### config.mk
export PLATFORM = sky130hd
export DESIGN_NAME = load_store_unit_flat
export DESIGN_NICKNAME = d
export VERILOG_FILES = /design/src/rv_pkg.sv /design/src/mem_bus_if.sv /design/src/load_store_unit.sv /design/src/flat_wrapper.sv
export VERILOG_INCLUDE_DIRS = /design/src
export SDC_FILE = /design/constraint.sdc
export NUM_CORES = 1
export LEC_CHECK = 0
export BUFFER_PORTS_ARGS = -buffer_cell sky130_fd_sc_hd__buf_2
export CAP_MARGIN = 40
export CORE_ASPECT_RATIO = 1.5
export CORE_MARGIN = 2
export CORE_UTILIZATION = 44
export CTS_CLUSTER_SIZE = 24
export DETAILED_ROUTE_END_ITERATION = 12
export GPL_TIMING_DRIVEN = 0
export PLACE_DENSITY = 0.89
export SLEW_MARGIN = 20
export SYNTH_ARGS = -nofsm -noshare
export SYNTH_HDL_FRONTEND = slang
export SYNTH_SLANG_ARGS = --single-unit
### constraint.sdc
create_clock -name clk -period 3.6 [get_ports clk]
set_clock_uncertainty 0.1 [all_clocks]
set_input_delay 0.54 -clock clk [delete_from_list [all_inputs] [get_ports clk]]
set_output_delay 0.54 -clock clk [all_outputs]
set_load 0.05 [all_outputs]
### src/rv_settings.svh
// RV32 only: the immediate and ALU code assumes RV_XLEN is 32 and the bus uses word addresses
`ifndef RV_SETTINGS_SVH
`define RV_SETTINGS_SVH

// Data path width
`define RV_XLEN 32

// Unified memory depth in words
`define RV_MEM_WORDS 1024

// Word address width, which also sets the host address range
`define RV_ADDR_W $clog2(`RV_MEM_WORDS)

// First fetch address after reset
`define RV_RESET_PC 32'h0000_0000

`endif

### src/rv_pkg.sv
// Control and bus types for the multi-cycle core; field widths are fixed for RV32I
`default_nettype none

package rv_pkg;

    typedef enum logic [1:0] {
        resAlu = 2'b00,
        resMem = 2'b01,
        resPc4 = 2'b10
    } resultSrcT;

    typedef enum logic [2:0] {
        immI = 3'b000,
        immS = 3'b001,
        immB = 3'b010,
        immJ = 3'b011,
        immU = 3'b100
    } immSrcT;

    typedef enum logic [1:0] {
        aluAdd    = 2'b00,
        aluBranch = 2'b01,
        aluFunct  = 2'b10,
        aluPass   = 2'b11
    } aluOpT;

    typedef struct packed {
        logic      branch;
        logic      jump;
        resultSrcT resultSrc;
        logic      memWrite;
        logic      aluSrcA;   // 1 selects PC
        logic      aluSrcB;   // 1 selects immediate
        immSrcT    immSrc;
        logic      regWrite;
        aluOpT     aluOp;
        logic      ldSrc;     // Unsigned load
        logic      stSrc;     // Word access
    } ctrlT;

    typedef enum logic [1:0] {
        reqHost  = 2'd0,
        reqLsu   = 2'd1,
        reqFetch = 2'd2
    } requesterT;

endpackage

`default_nettype wire

### src/mem_bus_if.sv
// One requester to memory link; req and fields must hold until gnt, rvalid comes one cycle later
`timescale 1ns/1ps
`default_nettype none
`include "rv_settings.svh"

interface mem_bus_if;

    logic                    req;
    logic                    we;
    logic [`RV_ADDR_W-1:0]   addr;     // Word address
    logic [`RV_XLEN-1:0]     wdata;
    logic [`RV_XLEN/8-1:0]   strb;
    logic [`RV_XLEN-1:0]     rdata;
    logic                    gnt;
    logic                    rvalid;

    modport requester (
        output req, we, addr, wdata, strb,
        input  rdata, gnt, rvalid
    );

    modport arbiter (
        input  req, we, addr, wdata, strb,
        output rdata, gnt, rvalid
    );

endinterface

`default_nettype wire

### src/load_store_unit.sv
// Byte and word loads and stores only; addresses are assumed aligned, halfwords are not handled
`timescale 1ns/1ps
`default_nettype none
`include "rv_settings.svh"

module load_store_unit (
    input  logic                clk,
    input  logic                rstN,
    input  logic                start,
    input  logic [`RV_XLEN-1:0] addr,
    input  logic [`RV_XLEN-1:0] wdata,
    input  rv_pkg::ctrlT        ctrl,
    output logic                done,
    output logic [`RV_XLEN-1:0] rdata,
    mem_bus_if.requester        dataBus
);

    logic                reqQ;
    logic                weQ, unsignedQ, wordQ;
    logic [`RV_XLEN-1:0] addrQ, wdataQ;
    logic [7:0]          loadByte;

    always_ff @(posedge clk or negedge rstN) begin
        if (!rstN)
            reqQ <= 1'b0;
        else if (start)
            reqQ <= 1'b1;
        else if (dataBus.gnt)
            reqQ <= 1'b0;
    end

    always_ff @(posedge clk) begin
        if (start) begin
            addrQ     <= addr;
            wdataQ    <= wdata;
            weQ       <= ctrl.memWrite;
            unsignedQ <= ctrl.ldSrc;
            wordQ     <= ctrl.stSrc;
        end
    end

    assign dataBus.req   = reqQ;
    assign dataBus.we    = weQ;
    assign dataBus.addr  = addrQ[`RV_ADDR_W+1:2];
    assign dataBus.wdata = wordQ ? wdataQ : {(`RV_XLEN/8){wdataQ[7:0]}}; // Byte in every lane
    assign dataBus.strb  = wordQ ? '1 : (`RV_XLEN/8)'(1) << addrQ[1:0];

    assign loadByte = dataBus.rdata[addrQ[1:0]*8 +: 8];
    assign rdata    = wordQ     ? dataBus.rdata :
                      unsignedQ ? {{(`RV_XLEN-8){1'b0}}, loadByte} :
                                  {{(`RV_XLEN-8){loadByte[7]}}, loadByte};
    assign done     = dataBus.rvalid;

endmodule

`default_nettype wire

### src/flat_wrapper.sv
// flat-port wrapper written by rule: the top's interface ports become plain ports
module load_store_unit_flat 
  (clk, rstN, start, addr, wdata, ctrl, done, rdata, dataBus_req, dataBus_we, dataBus_addr, dataBus_wdata, dataBus_strb, dataBus_rdata, dataBus_gnt, dataBus_rvalid);
  mem_bus_if dataBus_i ();
  input  logic clk;
  input  logic rstN;
  input  logic start;
  input  logic [`RV_XLEN-1:0] addr;
  input  logic [`RV_XLEN-1:0] wdata;
  input  rv_pkg::ctrlT ctrl;
  output logic done;
  output logic [`RV_XLEN-1:0] rdata;
  output wire logic [$bits(dataBus_i.req)-1:0] dataBus_req;
  output wire logic [$bits(dataBus_i.we)-1:0] dataBus_we;
  output wire logic [$bits(dataBus_i.addr)-1:0] dataBus_addr;
  output wire logic [$bits(dataBus_i.wdata)-1:0] dataBus_wdata;
  output wire logic [$bits(dataBus_i.strb)-1:0] dataBus_strb;
  input wire logic [$bits(dataBus_i.rdata)-1:0] dataBus_rdata;
  input wire logic [$bits(dataBus_i.gnt)-1:0] dataBus_gnt;
  input wire logic [$bits(dataBus_i.rvalid)-1:0] dataBus_rvalid;
  assign dataBus_req = dataBus_i.req;
  assign dataBus_we = dataBus_i.we;
  assign dataBus_addr = dataBus_i.addr;
  assign dataBus_wdata = dataBus_i.wdata;
  assign dataBus_strb = dataBus_i.strb;
  assign dataBus_i.rdata = dataBus_rdata;
  assign dataBus_i.gnt = dataBus_gnt;
  assign dataBus_i.rvalid = dataBus_rvalid;
  load_store_unit u_core (.clk(clk), .rstN(rstN), .start(start), .addr(addr), .wdata(wdata), .ctrl(ctrl), .done(done), .rdata(rdata), .dataBus(dataBus_i));
endmodule
==> qor.txt <==
Starting Density: 0.4479
Die area: 6855 µm²
Syn Area/Cell: 11.55 µm²
Post-DP HPWL: 6.097 mm
Worst R2R Start: u_core.dataBus.req$_DFFE_PN0P_
Worst path slowest cell: clkbuf_1
GR Overflow Total: 0
Critical Path End Type: primary output
Most common cell in the netlist: nand2_1
Clk slew on worst S/H paths: 0.10 ns
Worst Slack Setup Final: 0.8884 ns
Die Wd: 68.27 µm
First-pass GRT wire length: 11.79 mm
Final setup TNS: 0 ns
Post-CTS resize count: 0
Root buf cell: clkbuf_8
RSZ-0062 raised after global routing: no
Vias in the first global route: 2500
Final Setup Violations: 0
Antenna violations before repair: 0
Post-synth cell types: 21
Worst vdd ir: 393.0 µV
Place WS: 1.233 ns
Yosys reg bits: 48
Synth area leader: edfxtp_1
Max Cap Viol: 0
Layout area overhead: 37.72%
Crit Path Max Fanout: 10
Non-Filler Instances: 483
Post-route DRC: 0
Crit-path cells: buf_6 -> clkbuf_1 -> clkbuf_1 -> nand2_1 -> nand2_1 -> buf_2
Syn Nets: 352
Drt wl/cell: 16.27 µm
Cell family with most CP delay: buffers and inverters
Slowest cell delay on critical path: 0.42 ns
CP Launch Point: u_core.wordQ$_DFFE_PP_
Final worst path period share: 0.7532
Main area contributors after synthesis: edfxtp_1, o221ai_2, nand2_1, buf_4, buf_6
Hold Path Class: in -> reg
Worst Path Arrival: 2.07 ns
Syn Inst Count: 236
Placed Cells: 474
Total track usage: 0.2340
Critical path endpoint: dataBus_wdata[31]
Core area: 6087 µm²
Drt first pass iters: 5
Final Wtd Congestion: 0.9315
WP depth: 6
Worst path bufs/invs: 4
Largest net degree at the start of global routing: 33
Ys flop type: edfxtp_1
Final design utilization: 0.6169
Share of flip-flops with an asynchronous set or reset: 0.02083
Cell area after synthesis: 2726 µm²
Pwr/cell area: 461.0 nW/µm²
Fin. max-slew vios: 0
Via count: 2521
Reg2Reg Capture Point: u_core.dataBus.req$_DFFE_PN0P_
Crit start category: flop
Latest clock arrival within the worst-skew pair: 0.30 ns
Register area share after synthesis: 0.5268
First DRT Iteration DRCs: 143
IO Port Bufs: 163
Io pins: 197
Number of flops mapped to enable cells by yosys: 47
Avg Vias per Cell: 5.219
Post-CTS Repair Setup Buffers: 0
Row count: 35
Share of cells above drive strength 1: 0.5575
Most common library cells after synthesis: nand2_1, edfxtp_1, buf_4
Cts bufs inserted: 5
Reg2Reg Depth: 1
CTS tree: yes
Syn. warnings: 0
Post-route ant nets: 0
Total power: 1731 µW
H-tree Lvls: 2
Final wirelength: 7.859 mm
Slew @ Worst Pin: 0.5285 ns
Yosys top cell area share: 0.5177
Crit Path Category: reg -> out
Hold_buf cts: 1
# diodes: 0
Worst R2R Setup Slack: 2.80 ns
Peak Freq: 0.3688 GHz
Chip height: 100.4 µm
Max_slew headroom: 0.6463
Leakage power: 0.001819 µW
Status: finished, final reports clean
Final net count: 524
Final hold viol count: 0
CP Data Required Time: 2.96 ns
CTS sink count: 48
Fin crit period: 2.712 ns
CTS Buffer Depth: 2
cell type report:
cell class                      count  area, µm²
Timing Repair Buffer              165      845.8
Clock inverter                      3      21.27
Multi-Input combinational cell    138      954.7
Fill cell                         484       2332
Tap cell                           74      92.59
Buffer                             40      297.8
Inverter                           10      37.54
Sequential cell                    48       1436
Clock buffer                        5      68.82
worst min-delay path by stage:
stage / from / end / slack, ns / depth (start not counted)
floorplan: rstN / u_core.dataBus.req$_DFFE_PN0P_ / 0.14 / 0
global placement: rstN / u_core.dataBus.req$_DFFE_PN0P_ / 0.22 / 1
detailed placement: rstN / u_core.dataBus.req$_DFFE_PN0P_ / 0.22 / 1
CTS: wdata[26] / u_core.wdataQ[26]$_DFFE_PP_ / 0.29 / 1
global route: wdata[16] / u_core.wdataQ[16]$_DFFE_PP_ / 0.29 / 1
finish: wdata[9] / u_core.wdataQ[9]$_DFFE_PP_ / 0.30 / 1
per-stage QoR:
stage          cell area, µm²  hold WS (ns)
6_report                 3755        0.2990
5_1_grt                  3755        0.2875
4_1_cts                  3755        0.2937
3_5_place_dp             3655        0.2198
3_3_place_gp             3635        0.2159
2_1_floorplan            2726        0.1444
layout by cell type, fill, tap and decap left out, drive strengths merged, types with 8 or more instances in the layout:
cell type  netlist  routed
edfxtp          47      47
nor2b            9       9
nand2b           8       8
buf             32     196
nand2           72      72
mux2i            9       9
clkbuf           8      13
o221ai          24      24
inv             10      11
a222oi           8       8
layer usage:
| metal | vias up | GRT usage | part of all wire |
|---|---|---|---|
| met5 | - | 0 | 0 |
| met4 | 0 | 0.1369 | 0.047 |
| met3 | 31 | 0.06726 | 0.095 |
| met2 | 167 | 0.4115 | 0.52 |
| met1 | 1150 | 0.2357 | 0.34 |
| li1 | 1173 | - | - |
where the power goes:
part | total [µW] | switching [µW] | internal (µW)
Sequential | 676 | 14.5 | 662
Combinational | 736 | 538 | 198
Clock | 318 | 181 | 138
registers in the layout, summed over array words and instances (netlist names):
| signal | cells |
|---|---|
| u_core.wdataQ | 32 |
| u_core.dataBus.req | 1 |
| u_core.unsignedQ | 1 |
| u_core.dataBus.we | 1 |
| u_core.addrQ | 12 |
| u_core.wordQ | 1 |
logic make-up (layout without fill, tap and decap cells):
family          count (synthesis)  count (layout)  synth area share
mux                             9               9           0.03580
buf+inv                        50             223            0.1230
simple gates                   92              92            0.1469
compound gates                 37              37            0.1675
flops                          48              48            0.5268
(Power assumes the default switching activity.)
