### config.mk
export PLATFORM = sky130hd
export DESIGN_NAME = bus_arbiter_flat
export DESIGN_NICKNAME = d
export VERILOG_FILES = /design/src/rv_pkg.sv /design/src/mem_bus_if.sv /design/src/bus_arbiter.sv /design/src/flat_wrapper.sv
export VERILOG_INCLUDE_DIRS = /design/src
export SDC_FILE = /design/constraint.sdc
export NUM_CORES = 1
export LEC_CHECK = 0
export BUFFER_PORTS_ARGS = -buffer_cell sky130_fd_sc_hd__buf_2
export CORE_AREA = 2 2 130 132
export DETAILED_ROUTE_END_ITERATION = 12
export DIE_AREA = 0 0 132 134
export SYNTH_ARGS = -nofsm -noshare
export SYNTH_HDL_FRONTEND = slang
export SYNTH_SLANG_ARGS = --single-unit
### constraint.sdc
create_clock -name clk -period 1.7 [get_ports clk]
set_clock_uncertainty 0.15 [all_clocks]
set_input_delay 0.17 -clock clk [delete_from_list [all_inputs] [get_ports clk]]
set_output_delay 0.17 -clock clk [all_outputs]
set_load 0.1 [all_outputs]
### src/rv_settings.svh
// RV32 only: the immediate and ALU code assumes RV_XLEN is 32 and the bus uses word addresses
`ifndef RV_SETTINGS_SVH
`define RV_SETTINGS_SVH

// Data path width
`define RV_XLEN 32

// Unified memory depth in words
`define RV_MEM_WORDS 1024

// Word address width, which also sets the host address range
`define RV_ADDR_W $clog2(`RV_MEM_WORDS)

// First fetch address after reset
`define RV_RESET_PC 32'h0000_0000

`endif

### src/rv_pkg.sv
// Control and bus types for the multi-cycle core; field widths are fixed for RV32I
`default_nettype none

package rv_pkg;

    typedef enum logic [1:0] {
        resAlu = 2'b00,
        resMem = 2'b01,
        resPc4 = 2'b10
    } resultSrcT;

    typedef enum logic [2:0] {
        immI = 3'b000,
        immS = 3'b001,
        immB = 3'b010,
        immJ = 3'b011,
        immU = 3'b100
    } immSrcT;

    typedef enum logic [1:0] {
        aluAdd    = 2'b00,
        aluBranch = 2'b01,
        aluFunct  = 2'b10,
        aluPass   = 2'b11
    } aluOpT;

    typedef struct packed {
        logic      branch;
        logic      jump;
        resultSrcT resultSrc;
        logic      memWrite;
        logic      aluSrcA;   // 1 selects PC
        logic      aluSrcB;   // 1 selects immediate
        immSrcT    immSrc;
        logic      regWrite;
        aluOpT     aluOp;
        logic      ldSrc;     // Unsigned load
        logic      stSrc;     // Word access
    } ctrlT;

    typedef enum logic [1:0] {
        reqHost  = 2'd0,
        reqLsu   = 2'd1,
        reqFetch = 2'd2
    } requesterT;

endpackage

`default_nettype wire

### src/mem_bus_if.sv
// One requester to memory link; req and fields must hold until gnt, rvalid comes one cycle later
`timescale 1ns/1ps
`default_nettype none
`include "rv_settings.svh"

interface mem_bus_if;

    logic                    req;
    logic                    we;
    logic [`RV_ADDR_W-1:0]   addr;     // Word address
    logic [`RV_XLEN-1:0]     wdata;
    logic [`RV_XLEN/8-1:0]   strb;
    logic [`RV_XLEN-1:0]     rdata;
    logic                    gnt;
    logic                    rvalid;

    modport requester (
        output req, we, addr, wdata, strb,
        input  rdata, gnt, rvalid
    );

    modport arbiter (
        input  req, we, addr, wdata, strb,
        output rdata, gnt, rvalid
    );

endinterface

`default_nettype wire

### src/bus_arbiter.sv
// Fixed priority host, lsu, fetch; the memory must grant in the same cycle it sees req
`timescale 1ns/1ps
`default_nettype none

module bus_arbiter (
    input  logic         clk,
    input  logic         rstN,
    mem_bus_if.arbiter   host,
    mem_bus_if.arbiter   lsu,
    mem_bus_if.arbiter   fetch,
    mem_bus_if.requester mem
);

    rv_pkg::requesterT sel, ownerQ;
    logic              ownerValidQ;

    always_comb begin
        sel = rv_pkg::reqFetch;
        if (host.req)
            sel = rv_pkg::reqHost;
        else if (lsu.req)
            sel = rv_pkg::reqLsu;

        mem.req = host.req || lsu.req || fetch.req;
        case (sel)
            rv_pkg::reqHost: begin
                mem.we = host.we;
                mem.addr = host.addr;
                mem.wdata = host.wdata;
                mem.strb = host.strb;
            end
            rv_pkg::reqLsu: begin
                mem.we = lsu.we;
                mem.addr = lsu.addr;
                mem.wdata = lsu.wdata;
                mem.strb = lsu.strb;
            end
            default: begin
                mem.we = fetch.we;
                mem.addr = fetch.addr;
                mem.wdata = fetch.wdata;
                mem.strb = fetch.strb;
            end
        endcase
    end

    assign host.gnt  = mem.gnt && (sel == rv_pkg::reqHost);
    assign lsu.gnt   = mem.gnt && (sel == rv_pkg::reqLsu);
    assign fetch.gnt = mem.gnt && (sel == rv_pkg::reqFetch);

    always_ff @(posedge clk or negedge rstN) begin
        if (!rstN) begin
            ownerQ      <= rv_pkg::reqHost;
            ownerValidQ <= 1'b0;
        end else begin
            ownerValidQ <= mem.gnt;
            if (mem.gnt)
                ownerQ <= sel; // Routes next cycle's rvalid
        end
    end

    assign host.rvalid  = mem.rvalid && ownerValidQ && (ownerQ == rv_pkg::reqHost);
    assign lsu.rvalid   = mem.rvalid && ownerValidQ && (ownerQ == rv_pkg::reqLsu);
    assign fetch.rvalid = mem.rvalid && ownerValidQ && (ownerQ == rv_pkg::reqFetch);
    assign host.rdata   = mem.rdata;
    assign lsu.rdata    = mem.rdata;
    assign fetch.rdata  = mem.rdata;

endmodule

`default_nettype wire

### src/flat_wrapper.sv
// flat-port wrapper written by rule: the top's interface ports become plain ports
module bus_arbiter_flat 
  (clk, rstN, host_req, host_we, host_addr, host_wdata, host_strb, host_rdata, host_gnt, host_rvalid, lsu_req, lsu_we, lsu_addr, lsu_wdata, lsu_strb, lsu_rdata, lsu_gnt, lsu_rvalid, fetch_req, fetch_we, fetch_addr, fetch_wdata, fetch_strb, fetch_rdata, fetch_gnt, fetch_rvalid, mem_req, mem_we, mem_addr, mem_wdata, mem_strb, mem_rdata, mem_gnt, mem_rvalid);
  mem_bus_if host_i ();
  mem_bus_if lsu_i ();
  mem_bus_if fetch_i ();
  mem_bus_if mem_i ();
  input  logic clk;
  input  logic rstN;
  input wire logic [$bits(host_i.req)-1:0] host_req;
  input wire logic [$bits(host_i.we)-1:0] host_we;
  input wire logic [$bits(host_i.addr)-1:0] host_addr;
  input wire logic [$bits(host_i.wdata)-1:0] host_wdata;
  input wire logic [$bits(host_i.strb)-1:0] host_strb;
  output wire logic [$bits(host_i.rdata)-1:0] host_rdata;
  output wire logic [$bits(host_i.gnt)-1:0] host_gnt;
  output wire logic [$bits(host_i.rvalid)-1:0] host_rvalid;
  input wire logic [$bits(lsu_i.req)-1:0] lsu_req;
  input wire logic [$bits(lsu_i.we)-1:0] lsu_we;
  input wire logic [$bits(lsu_i.addr)-1:0] lsu_addr;
  input wire logic [$bits(lsu_i.wdata)-1:0] lsu_wdata;
  input wire logic [$bits(lsu_i.strb)-1:0] lsu_strb;
  output wire logic [$bits(lsu_i.rdata)-1:0] lsu_rdata;
  output wire logic [$bits(lsu_i.gnt)-1:0] lsu_gnt;
  output wire logic [$bits(lsu_i.rvalid)-1:0] lsu_rvalid;
  input wire logic [$bits(fetch_i.req)-1:0] fetch_req;
  input wire logic [$bits(fetch_i.we)-1:0] fetch_we;
  input wire logic [$bits(fetch_i.addr)-1:0] fetch_addr;
  input wire logic [$bits(fetch_i.wdata)-1:0] fetch_wdata;
  input wire logic [$bits(fetch_i.strb)-1:0] fetch_strb;
  output wire logic [$bits(fetch_i.rdata)-1:0] fetch_rdata;
  output wire logic [$bits(fetch_i.gnt)-1:0] fetch_gnt;
  output wire logic [$bits(fetch_i.rvalid)-1:0] fetch_rvalid;
  output wire logic [$bits(mem_i.req)-1:0] mem_req;
  output wire logic [$bits(mem_i.we)-1:0] mem_we;
  output wire logic [$bits(mem_i.addr)-1:0] mem_addr;
  output wire logic [$bits(mem_i.wdata)-1:0] mem_wdata;
  output wire logic [$bits(mem_i.strb)-1:0] mem_strb;
  input wire logic [$bits(mem_i.rdata)-1:0] mem_rdata;
  input wire logic [$bits(mem_i.gnt)-1:0] mem_gnt;
  input wire logic [$bits(mem_i.rvalid)-1:0] mem_rvalid;
  assign host_i.req = host_req;
  assign host_i.we = host_we;
  assign host_i.addr = host_addr;
  assign host_i.wdata = host_wdata;
  assign host_i.strb = host_strb;
  assign host_rdata = host_i.rdata;
  assign host_gnt = host_i.gnt;
  assign host_rvalid = host_i.rvalid;
  assign lsu_i.req = lsu_req;
  assign lsu_i.we = lsu_we;
  assign lsu_i.addr = lsu_addr;
  assign lsu_i.wdata = lsu_wdata;
  assign lsu_i.strb = lsu_strb;
  assign lsu_rdata = lsu_i.rdata;
  assign lsu_gnt = lsu_i.gnt;
  assign lsu_rvalid = lsu_i.rvalid;
  assign fetch_i.req = fetch_req;
  assign fetch_i.we = fetch_we;
  assign fetch_i.addr = fetch_addr;
  assign fetch_i.wdata = fetch_wdata;
  assign fetch_i.strb = fetch_strb;
  assign fetch_rdata = fetch_i.rdata;
  assign fetch_gnt = fetch_i.gnt;
  assign fetch_rvalid = fetch_i.rvalid;
  assign mem_req = mem_i.req;
  assign mem_we = mem_i.we;
  assign mem_addr = mem_i.addr;
  assign mem_wdata = mem_i.wdata;
  assign mem_strb = mem_i.strb;
  assign mem_i.rdata = mem_rdata;
  assign mem_i.gnt = mem_gnt;
  assign mem_i.rvalid = mem_rvalid;
  bus_arbiter u_core (.clk(clk), .rstN(rstN), .host(host_i), .lsu(lsu_i), .fetch(fetch_i), .mem(mem_i));
endmodule
==> flow_metrics.py <==
metrics = {
    "drt": {
        "wl_per_cell_um": 11.8,
        "vias": 2058,
        "dr.first_iter.drc_count": 24,
        "finalWirelength_um": 6990,
        "drtAntennaViolNets": 0,
        "vias_per_cell": 3.48,
        "route.detailed.drc": 0,
        "drt-pass1-iter-count": 4,
    },
    "floorplanning": {
        "die_w_um": 132,
        "coreArea_mm2": 0.0163,
        "start_util_pct": 11.4,
        "io_pins": 330,
        "rows": 47,
        "die_h_um": 134,
        "dieArea_mm2": 0.0177,
    },
    "placed_design": {
        "dp_hpwl_um": 6260,
        "gp_congestion": 0.716,
        "dpl.cell_count": 586,
        "port_buffers": 201,
    },
    "worst_setup_path": {
        "path_cells": "nor3b_2 -> buf_2",
        "path_class": "register to output port",
        "critPathRequiredTime_ns": 1.38,
        "cpMaxStageDelayCell": "buf_2",
        "cp_max_fo": 4,
        "endpoint_kind": "output port",
        "worstPathArrival_ns": 1.26,
        "worstSetupStartpointType": "register",
        "slowest_delay_ns": 0.44,
    },
    "timing": {
        "max_freq_mhz": 632,
        "finalCritPeriodShare_pct": 93.1,
        "setup_viol": 0,
        "rsz0062_at_grt": "false",
        "final_max_slew_viol_count": 0,
        "worst_slew_pin_slew_ns": 0.484,
        "hold_violations": 0,
        "post-route-min-period_ns": 1.58,
        "relSlewSlack_pct": 68.0,
    },
    "global_routing": {
        "grt_remaining_overflow": 0,
        "track_usage_pct": 7.53,
        "grt_max_degree": 40,
        "grt_pass1_vias": 2110,
        "grt_pass1_wl_um": 10700,
        "antenna_found_initial": 0,
    },
    "cells_and_area": {
        "fillers": 1776,
        "multi_input_area_mm2": 0.00136,
        "seq_area_um2": 75.1,
        "area_growth_pct": 101,
        "nets": 553,
        "antennaDiodeCount": 0,
        "drive_gt1_share_pct": 71.2,
        "finalNonFillerCells": 592,
    },
    "pwr": {
        "p_leak_nw": 1.82,
        "vdd_ir_drop_max_mv": 0.319,
        "power_density_mw_per_mm2": 615,
        "total_power_mw": 2.30,
    },
    "clock_tree": {
        "clock-sinks": 3,
        "clkLatencyLatePin_ns": 0.22,
        "ctsLongestPathBuffers": 2,
        "path_clk_slew_ns": 0.03,
        "htreeDepth": 1,
        "cts_root_buffer": "clkbuf_16",
        "cts_inserted_buffers": 3,
        "cts_tree": "built",
    },
    "logic_synthesis": {
        "synth_seq_cells": 3,
        "syn-num-nets": 448,
        "syn-instance-count": 268,
        "ys_types": 16,
        "synth_area_mm2": 0.00186,
        "ys_seq_area_share_pct": 4.05,
        "yosysWarnings": 0,
        "synth_area_per_cell_um2": 6.92,
    },
    "worst_hold_path": {
        "worstHoldPathType": "input port to asynchronous set/reset pin",
    },
    "run_status": {
        "status": "finished clean",
    },
    "flow_run": {
        "drv_cap": 0,
    },
}
==> synth_stat cells <==
| library cell | count | area, um2 |
|---|---|---|
| buf_4 | 102 | 766 |
| nand2_1 | 48 | 180 |
| mux2i_1 | 47 | 470 |
| o21ai_1 | 47 | 235 |
| buf_2 | 6 | 30.0 |
| clkbuf_1 | 4 | 15.0 |
| dfrtp_1 | 3 | 75.1 |
| a21o_1 | 2 | 15.0 |
| nor3b_1 | 2 | 15.0 |
| and2_1 | 1 | 6.26 |
| and3b_1 | 1 | 8.76 |
| buf_6 | 1 | 11.3 |
| inv_1 | 1 | 3.75 |
| nor3_1 | 1 | 5.00 |
| nor3b_2 | 1 | 12.5 |
| or3_1 | 1 | 6.26 |
==> worst max-delay path, delay by kind of cell (launching register included) <==
family	cells	cell delay [ns]
flip-flops	1	0.41
AND/OR/NAND/NOR	1	0.19
buffers and inverters	1	0.44
==> cell type report <==
class | instances | area share (%)
Sequential cell | 3 | 2.01
Timing Repair Buffer | 213 | 52.2
Inverter | 1 | 0.100
Clock buffer | 4 | 2.11
Tap cell | 220 | 7.36
Multi-Input combinational cell | 151 | 36.2
==> per-stage QoR <==
| step | hold slack, ns | setup WS (ns) | instance area, um2 | TNS, ns | util, % |
|---|---|---|---|---|---|
| after floorplan | -0.276 | -0.264 | 2260 | -5.77 | - |
| after global placement | -0.184 | 0.141 | 3640 | 0 | 22.3 |
| after detailed placement | -0.177 | 0.138 | 3640 | 0 | 22.3 |
| after CTS | 0.000552 | 0.105 | 3730 | 0 | 22.9 |
| after global routing | 0.138 | 0.0608 | 3740 | 0 | 23.0 |
| final | 0.132 | 0.117 | 3740 | 0 | 23.0 |
==> state kept, by name, indices dropped and copies added (netlist names) <==
name,flops
u_core.ownerValidQ,1
u_core.ownerQ,2
==> per-layer routing <==
metal	share of wire (%)	vias up	GRT usage (%)
li1	-	1007	-
met1	32	870	7.11
met2	52	141	13.9
met3	11	40	2.87
met4	5.0	0	4.29
met5	0	-	0
==> report_power, final <==
part | switching, mW | internal, mW
Sequential | 0.00543 | 0.0768
Clock | 0.0618 | 0.309
Combinational | 1.15 | 0.691
Total | 1.22 | 1.08
==> logic make-up after synthesis <==
family                 after synthesis  share of synthesized area, %
buffers and inverters              114                          44.5
and+or+nand+nor                     55                          12.6
AOI/OAI and AO/OA                   49                          13.5
DFF                                  3                          4.05
muxes                               47                          25.4
==> cells in the final DEF, fill, tap and decap left out <==
master         count
buf_2            148
buf_12            57
nand2_1           48
mux2i_1           47
o21ai_4           27
o21ai_2           20
buf_4              5
clkbuf_16          3
dfrtp_1            3
nor3b_2            2
a21o_1             2
dlygate4sd3_1      2
and2_1             1
and3b_1            1
nor3b_4            1
nor3_2             1
or3_1              1
inv_1              1
clkbuf_1           1
buf_6              1
==> repair_timing <==
action                    CTS  global route
setup buffers               0             0
hold endpoints to repair    3             1
hold buffers                1             1
resized for setup           0             0
==> worst paths after layout <==
path | from | end | slack (ns) | cells past startpoint
max in group asynchronous | rstN | u_core.ownerQ[1] | 1.15 | 2
setup reg to reg | u_core.ownerQ[0] | u_core.ownerQ[0] | 0.83 | 1
hold reg to reg | u_core.ownerQ[1] | u_core.ownerQ[1] | 0.42 | 1
hold / removal | rstN | u_core.ownerValidQ | 0.13 | 2
setup / recovery | u_core.ownerQ[0] | fetch_rvalid | 0.12 | 2
min in group clk | mem_gnt | u_core.ownerQ[0] | 0.16 | 3
Note: power is estimated with default switching activity, not from simulation.
