File: config.mk
export PLATFORM = sky130hd
export DESIGN_NAME = main_decode
export DESIGN_NICKNAME = d
export VERILOG_FILES = /design/src/rv_pkg.sv /design/src/main_decode.sv
export SDC_FILE = /design/constraint.sdc
export NUM_CORES = 1
export LEC_CHECK = 0
export ABC_CLOCK_PERIOD_IN_PS = 1400
export BUFFER_PORTS_ARGS = -buffer_cell sky130_fd_sc_hd__buf_2
export CAP_MARGIN = 25
export CORE_AREA = 2 2 39 41
export DETAILED_ROUTE_END_ITERATION = 12
export DIE_AREA = 0 0 41 43
export PLACE_DENSITY = 0.55
export SYNTH_ARGS = -nofsm -noshare
export SYNTH_HDL_FRONTEND = slang
export SYNTH_SLANG_ARGS = --single-unit
export TNS_END_PERCENT = 1
File: constraint.sdc
create_clock -name vclk -period 1.4
set_clock_uncertainty 0.2 [all_clocks]
set_input_delay 0.21 -clock vclk [all_inputs]
set_output_delay 0.21 -clock vclk [all_outputs]
set_load 0.03 [all_outputs]
File: src/rv_pkg.sv
// Control and bus types for the multi-cycle core; field widths are fixed for RV32I
`default_nettype none

package rv_pkg;

    typedef enum logic [1:0] {
        resAlu = 2'b00,
        resMem = 2'b01,
        resPc4 = 2'b10
    } resultSrcT;

    typedef enum logic [2:0] {
        immI = 3'b000,
        immS = 3'b001,
        immB = 3'b010,
        immJ = 3'b011,
        immU = 3'b100
    } immSrcT;

    typedef enum logic [1:0] {
        aluAdd    = 2'b00,
        aluBranch = 2'b01,
        aluFunct  = 2'b10,
        aluPass   = 2'b11
    } aluOpT;

    typedef struct packed {
        logic      branch;
        logic      jump;
        resultSrcT resultSrc;
        logic      memWrite;
        logic      aluSrcA;   // 1 selects PC
        logic      aluSrcB;   // 1 selects immediate
        immSrcT    immSrc;
        logic      regWrite;
        aluOpT     aluOp;
        logic      ldSrc;     // Unsigned load
        logic      stSrc;     // Word access
    } ctrlT;

    typedef enum logic [1:0] {
        reqHost  = 2'd0,
        reqLsu   = 2'd1,
        reqFetch = 2'd2
    } requesterT;

endpackage

`default_nettype wire

File: src/main_decode.sv
// Combinational RV32I-subset decoder; unknown opcodes decode to a no-write, no-branch default
`timescale 1ns/1ps
`default_nettype none

module main_decode (
    input  logic [6:0]   opcode,
    input  logic [2:0]   func3,
    output rv_pkg::ctrlT ctrl
);

    always_comb begin
        ctrl.branch    = 1'b0;
        ctrl.jump      = 1'b0;
        ctrl.resultSrc = rv_pkg::resAlu;
        ctrl.memWrite  = 1'b0;
        ctrl.aluSrcA   = 1'b0;
        ctrl.aluSrcB   = 1'b0;
        ctrl.immSrc    = rv_pkg::immI;
        ctrl.regWrite  = 1'b0;
        ctrl.aluOp     = rv_pkg::aluAdd;
        ctrl.ldSrc     = 1'b0;
        ctrl.stSrc     = 1'b0;

        case (opcode)
            7'b0110011: begin // R-type
                ctrl.regWrite = 1'b1;
                ctrl.aluOp    = rv_pkg::aluFunct;
            end
            7'b0010011: begin // I-type ALU
                ctrl.aluSrcB  = 1'b1;
                ctrl.regWrite = 1'b1;
                ctrl.aluOp    = rv_pkg::aluFunct;
            end
            7'b0000011: begin // Loads
                ctrl.resultSrc = rv_pkg::resMem;
                ctrl.aluSrcB   = 1'b1;
                ctrl.regWrite  = 1'b1;
                ctrl.ldSrc     = func3[2];
                ctrl.stSrc     = func3[1]; // LW uses the word path too
            end
            7'b1100111: begin // JALR
                ctrl.jump      = 1'b1;
                ctrl.resultSrc = rv_pkg::resPc4;
                ctrl.aluSrcB   = 1'b1;
                ctrl.regWrite  = 1'b1;
            end
            7'b0100011: begin // Stores
                ctrl.memWrite = 1'b1;
                ctrl.aluSrcB  = 1'b1;
                ctrl.immSrc   = rv_pkg::immS;
                ctrl.stSrc    = func3[1];
            end
            7'b1100011: begin // BEQ, BNE
                ctrl.branch = 1'b1;
                ctrl.immSrc = rv_pkg::immB;
                ctrl.aluOp  = rv_pkg::aluBranch;
            end
            7'b0110111: begin // LUI
                ctrl.aluSrcB  = 1'b1;
                ctrl.immSrc   = rv_pkg::immU;
                ctrl.regWrite = 1'b1;
                ctrl.aluOp    = rv_pkg::aluPass;
            end
            7'b0010111: begin // AUIPC
                ctrl.aluSrcA  = 1'b1;
                ctrl.aluSrcB  = 1'b1;
                ctrl.immSrc   = rv_pkg::immU;
                ctrl.regWrite = 1'b1;
                ctrl.aluOp    = rv_pkg::aluPass;
            end
            7'b1101111: begin // JAL, target from PC + imm
                ctrl.jump      = 1'b1;
                ctrl.resultSrc = rv_pkg::resPc4;
                ctrl.aluSrcA   = 1'b1;
                ctrl.aluSrcB   = 1'b1;
                ctrl.immSrc    = rv_pkg::immJ;
                ctrl.regWrite  = 1'b1;
            end
            default: begin
            end
        endcase
    end

endmodule

`default_nettype wire

==> results of run 1 <==
-- routing by layer --
| layer | vias up | wire, um | track usage |
|---|---|---|---|
| li1 | 218 | - | - |
| met3 | 0 | 39 | 0 |
| met4 | 0 | 0 | 0 |
| met1 | 200 | 381 | 0.171 |
| met2 | 8 | 573 | 0.231 |
| met5 | - | 0 | 0 |
-- cell usage after synthesis (2+ instances only) --
cell	n	area, um2
a21oi_1	2	10.0
inv_1	2	7.51
nand2_1	2	7.51
nand3b_1	2	15.0
nor2_1	7	26.3
nor3_1	3	15.0
nor4_1	2	12.5
o21ai_0	2	10.0
-- worst max path at each step --
stage	start	depth (start not counted)	slack (ns)	endpoint
floorplan	opcode[3]	3	-0.23	ctrl[8]
global placement	opcode[3]	5	-0.36	ctrl[9]
CTS	opcode[3]	5	-0.26	ctrl[11]
finish	opcode[3]	5	-0.25	ctrl[10]
detailed placement	opcode[3]	5	-0.39	ctrl[9]
global route	opcode[3]	5	-0.29	ctrl[10]
-- power by group through the flow --
stage | clock (mW) | combinational (mW) | sequential, mW
finish | 0 | 0.153 | 0
global route | 0 | 0.164 | 0
CTS | 0 | 0.148 | 0
detailed placement | 0 | 0.129 | 0
global placement | 0 | 0.127 | 0
floorplan | 0 | 0.0614 | 0
-- what timing repair did --
action,4_1_cts,5_1_grt
pin swaps,5,1
gates resized for setup,31,5
setup endpoints to repair,14,15
cloned,0,0
-- final cells by class --
type / count / area, um2
fillers: 137 / 713
repair buffers: 42 / 347
inverters: 2 / 7.51
multi-input cells: 33 / 297
well taps: 16 / 20.0
-- cell families (layout without fill, tap and decap cells) --
kind of cell,after synthesis,count (layout),share of synthesized area
compound gates,7,7,0.190
buf+inv,5,44,0.117
xor+xnor,1,1,0.0391
simple gates,25,25,0.654
-- worst min-delay path, stage by stage --
cell and delay, ns:
buf_2 0.07, and2_1 0.10, buf_4 0.15
-- per-stage QoR --
step / util / cells / hold WS (ns) / worst slack, ns / setup TNS, ns
after global placement: 0.401 / 93 / 0.570 / -0.358 / -2.88
after CTS: 0.475 / 93 / 0.548 / -0.256 / -1.94
final: 0.485 / 93 / 0.544 / -0.253 / -1.81
after global routing: 0.485 / 93 / 0.569 / -0.287 / -2.38
after floorplan: - / 38 / 0.261 / -0.231 / -2.62
after detailed placement: 0.401 / 93 / 0.578 / -0.391 / -3.12
==> results.tsv, run 1 <==
stage	metric	value	unit
status	result of the run	finished, violations left	
status	violated checks	negative setup slack	
sta	max frequency	0.605	GHz
route	via-per-instance ratio	4.58	
floorplanning	IO Pins	25	
global_route	largest net degree at the start of global routing	10	
finish	leading cell type in the layout, fill and taps excluded	buf_4	
hold_path	Hold Path Class	in -> out	
power	Peak VDD IR	0.000102	V
route	Total Routed Length	995	um
worst_setup_path	CP Data Arrival Time	1.24	ns
cts	Post-CTS Setup Bufs	0	
worst_setup_path	crit-path cells	buf_8 -> or2_1 -> or4_4 -> nor2_4 -> buf_6	
global_route	vias in the first global route	410	
floorplanning	Die ar.	1760	um2
route	remaining antenna violation count after routing	0	
finish	commonest cells after routing, fill and taps aside	24 x buf_4, 9 x buf_6, 7 x buf_2	
finish	ANT cells	0	
power	Tot Pwr	0.153	mW
worst_setup_path	Worst setup EP type	primary output	
placed_design	GPL Wtd Cong	0.779	
cts	CTS Hold Bufs	0	
global_route	initial antenna violation count	0	
hold_path	Min-Delay Endpoint	ctrl[0]	
synth	Syn Inst Count	38	
synth	synthesized cell area	224	um2
route	vias	426	
worst_setup_path	Critical-path top delay cell	or4_4	
sta	actual slew at the worst max-slew pin	0.291	ns
placed_design	DP Area	556	um2
synth	sequential fraction of the synthesis area	0	
power	Flop pwr share	0	
sta	Setup WS post-layout	-0.253	ns
route	per-cell routed wire length	10.7	um
sta	RSZ-0062 raised after global routing	true	
route	First-pass DRT Iterations	4	
worst_setup_path	crit-path max cell delay	0.46	ns
power	Clock power frac	0	
floorplanning	initial core utilization	0.162	
worst_setup_path	CP startpoint kind	input port	
worst_setup_path	Worst Path Buf+Inv	2	
worst_setup_path	kind of cell adding the most delay to the critical path	simple AND/OR/NAND/NOR gates	
floorplanning	Site Rows	14	
sta	Max-Slew Margin vs Limit	0.806	
global_route	GR Overflow Total	0	
worst_setup_path	crit-path max FO	4	
global_route	first-pass GRT wire length	1710	um
sta	minimum clock period	1.65	ns
floorplanning	die width	41	um
finish	area delta synth->final	199	%
hold_path	Hold Crit Depth	3	
placed_design	Final HPWL DP	825	um
run	max_cap viols	0	
floorplanning	die height	43	um
finish	final cell area excluding filler cells	671	um2
finish	final net count	89	
synth	Syn Area/Cell	5.89	um2
route	Residual DRC	0	
synth	Post-Syn Nets	48	
worst_setup_path	CP required	0.99	ns
sta	period utilization	1.18	
sta	final setup vio count	11	
power	P_sw	0.0741	mW
synth	post-synth cell types	24	
power	Comb pwr share	1.000	
sta	Fin. Hold Viols	0	
finish	number of clock buffers in the layout	0	
power	Leakage	0.302	nW
synth	Ys Warns	0	
route	Iter 0 DRT Violations	5	
floorplanning	core area	1380	um2
power	PwrDens	228	nW/um2
finish	FFs & Latches	0	
global_route	Global Route Usage Sum	0.128	
finish	share of cells above drive strength 1	0.766	
finish	register area	0	um2
placed_design	Port Buffers	24	
worst_setup_path	WS Path Type	in -> out	
power	Pint	0.0785	mW
power	Switching Share	0.486	
sta	Slew Limit Fails	0	
hold_path	Hold Crit Start	func3[1]	
Power figures use the tool's default switching activity.
==> run 2, diff against run 1 <==
--- a/config.mk
+++ b/config.mk
@@ -5,13 +5,13 @@
 export SDC_FILE = /design/constraint.sdc
 export NUM_CORES = 1
 export LEC_CHECK = 0
-export ABC_CLOCK_PERIOD_IN_PS = 1400
+export ABC_CLOCK_PERIOD_IN_PS = 1900
 export BUFFER_PORTS_ARGS = -buffer_cell sky130_fd_sc_hd__buf_2
 export CAP_MARGIN = 25
 export CORE_AREA = 2 2 39 41
 export DETAILED_ROUTE_END_ITERATION = 12
 export DIE_AREA = 0 0 41 43
-export PLACE_DENSITY = 0.55
+export PLACE_DENSITY = 0.54
 export SYNTH_ARGS = -nofsm -noshare
 export SYNTH_HDL_FRONTEND = slang
 export SYNTH_SLANG_ARGS = --single-unit
==> constraint.sdc (replaced) <==
create_clock -name vclk -period 1.9
set_clock_uncertainty 0.2 [all_clocks]
set_input_delay 0.285 -clock vclk [all_inputs]
set_output_delay 0.285 -clock vclk [all_outputs]
set_load 0.03 [all_outputs]
==> run 2 against run 1 <==
The flow now finishes without violations. Via count shrank 17%. Routed wire length shrank 25%. Global-route usage shrank 4.8 points. Worst setup slack gained 0.31 ns. Non-clock buffer count shrank 12. Die area is the same. Critical endpoint unchanged. Largest cell class is now multi-input combinational cells.
==> results.tsv, run 2 (synthesis gave the netlist of run 1 again) <==
stage	metric	value	unit	change
finish	ANT cells	0		unchanged
global_route	initial antenna violation count	0		unchanged
sta	Slew Limit Fails	0		unchanged
placed_design	Post-Place Cells	81		-13%
route	Residual DRC	0		unchanged
global_route	largest net degree at the start of global routing	11		+1
worst_setup_path	crit-path cells	buf_2 -> or2_1 -> or4_4 -> nor2_1 -> buf_4		
finish	register area	0	um2	unchanged
floorplanning	die height	43	um	unchanged
worst_setup_path	Critical-path top delay cell	or4_4		
worst_setup_path	crit-path max FO	4		unchanged
floorplanning	Site Rows	14		unchanged
worst_setup_path	kind of cell adding the most delay to the critical path	simple AND/OR/NAND/NOR gates		
cts	CTS Hold Bufs	0		unchanged
floorplanning	die width	41	um	unchanged
finish	number of clock buffers in the layout	0		unchanged
finish	commonest cells after routing, fill and taps aside	22 x buf_2, 8 x buf_4, 7 x nor2_1		
placed_design	pre-CTS WS	0.0390	ns	+0.430 ns
global_route	first-pass GRT wire length	1090	um	-36%
worst_setup_path	CP startpoint kind	input port		
route	Total Routed Length	742	um	-25%
status	result of the run	completed		
placed_design	Port Buffers	24		unchanged
finish	leading cell type in the layout, fill and taps excluded	buf_2		
sta	max frequency	0.543	GHz	
worst_setup_path	Worst Path Buf+Inv	2		unchanged
power	Leakage	0.215	nW	-29%
power	PwrDens	158	nW/um2	-30%
floorplanning	core area	1380	um2	unchanged
floorplanning	Die ar.	1760	um2	unchanged
worst_setup_path	Worst Setup SP	opcode[3]		
finish	FFs & Latches	0		unchanged
worst_setup_path	CP Data Arrival Time	1.36	ns	+0.12 ns
route	vias	353		-17%
global_route	Global Route Usage Sum	0.0799		-0.0480
sta	RSZ-0062 raised after global routing	true		
sta	Setup WS post-layout	0.0596	ns	+0.312 ns
sta	actual slew at the worst max-slew pin	0.244	ns	-0.0474 ns
hold_path	Hold Path Class	in -> out		
finish	Post-Layout Cell Count	81		-13%
global_route	vias in the first global route	266		-35%
route	via-per-instance ratio	4.36		-4.9%
worst_setup_path	Worst setup EP type	primary output		
cts	Post-CTS Setup Bufs	0		unchanged
worst_setup_path	CP required	1.41	ns	+0.42 ns
run	max_cap viols	0		unchanged
worst_setup_path	WS Path Type	in -> out		
sta	worst hold slack	0.722	ns	+0.178 ns
sta	Fin. Hold Viols	0		unchanged
global_route	GR Overflow Total	0		unchanged
hold_path	Hold Crit Start	func3[1]		
sta	final setup vio count	0		-11
route	Iter 0 DRT Violations	0		-5
route	remaining antenna violation count after routing	0		unchanged
sta	period utilization	0.969		
placed_design	Final HPWL DP	631	um	-24%
placed_design	GPL Wtd Cong	0.675		-13%
floorplanning	IO Pins	25		unchanged
finish	share of cells above drive strength 1	0.508		-0.259
floorplanning	initial core utilization	0.162		unchanged
finish	final net count	77		-13%
route	First-pass DRT Iterations	1		-3
route	per-cell routed wire length	9.16	um	-14%
sta	Max-Slew Margin vs Limit	0.836		+0.0303
finish	area delta synth->final	82.1	%	
power	Peak VDD IR	0.0000774	V	-24%
sta	minimum clock period	1.84	ns	
power	Tot Pwr	0.0646	mW	-58%
worst_setup_path	crit-path max cell delay	0.43	ns	-0.03 ns
[run 2: cell count changes in the layout (fill, tap and decap cells not counted), moves of 3 or more]
cell,delta
buf_4,-16
buf_2,+15
buf_6,-9
nor3_2,-3
nor2_1,+4
nor3_1,+3
[run 2: what timing repair did]
item	CTS	global route
gates resized for setup	0	5
endpoints found under the setup margin	0	3
hold endpoints to repair	0	0
[run 2: per-layer routing]
metal,up-vias,track usage,wire [um]
met5,-,0,0
met4,0,0,0
met3,0,0,78
met2,18,0.125,281
met1,138,0.127,382
li1,197,-,-
[run 2: stage by stage]
stage / utilization / setup TNS [ns] / cell area, um2
2_1_floorplan: - / -0.475 / 230
3_3_place_gp: 0.287 / 0 / 397
3_5_place_dp: 0.287 / 0 / 397
4_1_cts: 0.287 / 0 / 397
5_1_grt: 0.295 / -0.0174 / 408
6_report: 0.295 / 0 / 408
[run 2: area by class of cell]
class / count / area (um2)
fillers: 161 / 976
multi-input cells: 33 / 210
repair buffers: 30 / 170
well taps: 16 / 20.0
inverters: 2 / 7.51
[run 2: path summary, 6_finish.rpt]
path	end	cells past startpoint
max	ctrl[10]	5
min	ctrl[0]	3
[run 2: tightest hold or removal path: stages]
cell	delay, ns
buf_2	0.07
and2_1	0.10
buf_2	0.18
[run 2: power breakdown]
group | switching, mW | internal, mW | leakage, nW
combinational | 0.0374 | 0.0272 | 0.215
clock | 0 | 0 | 0
sequential | 0 | 0 | 0
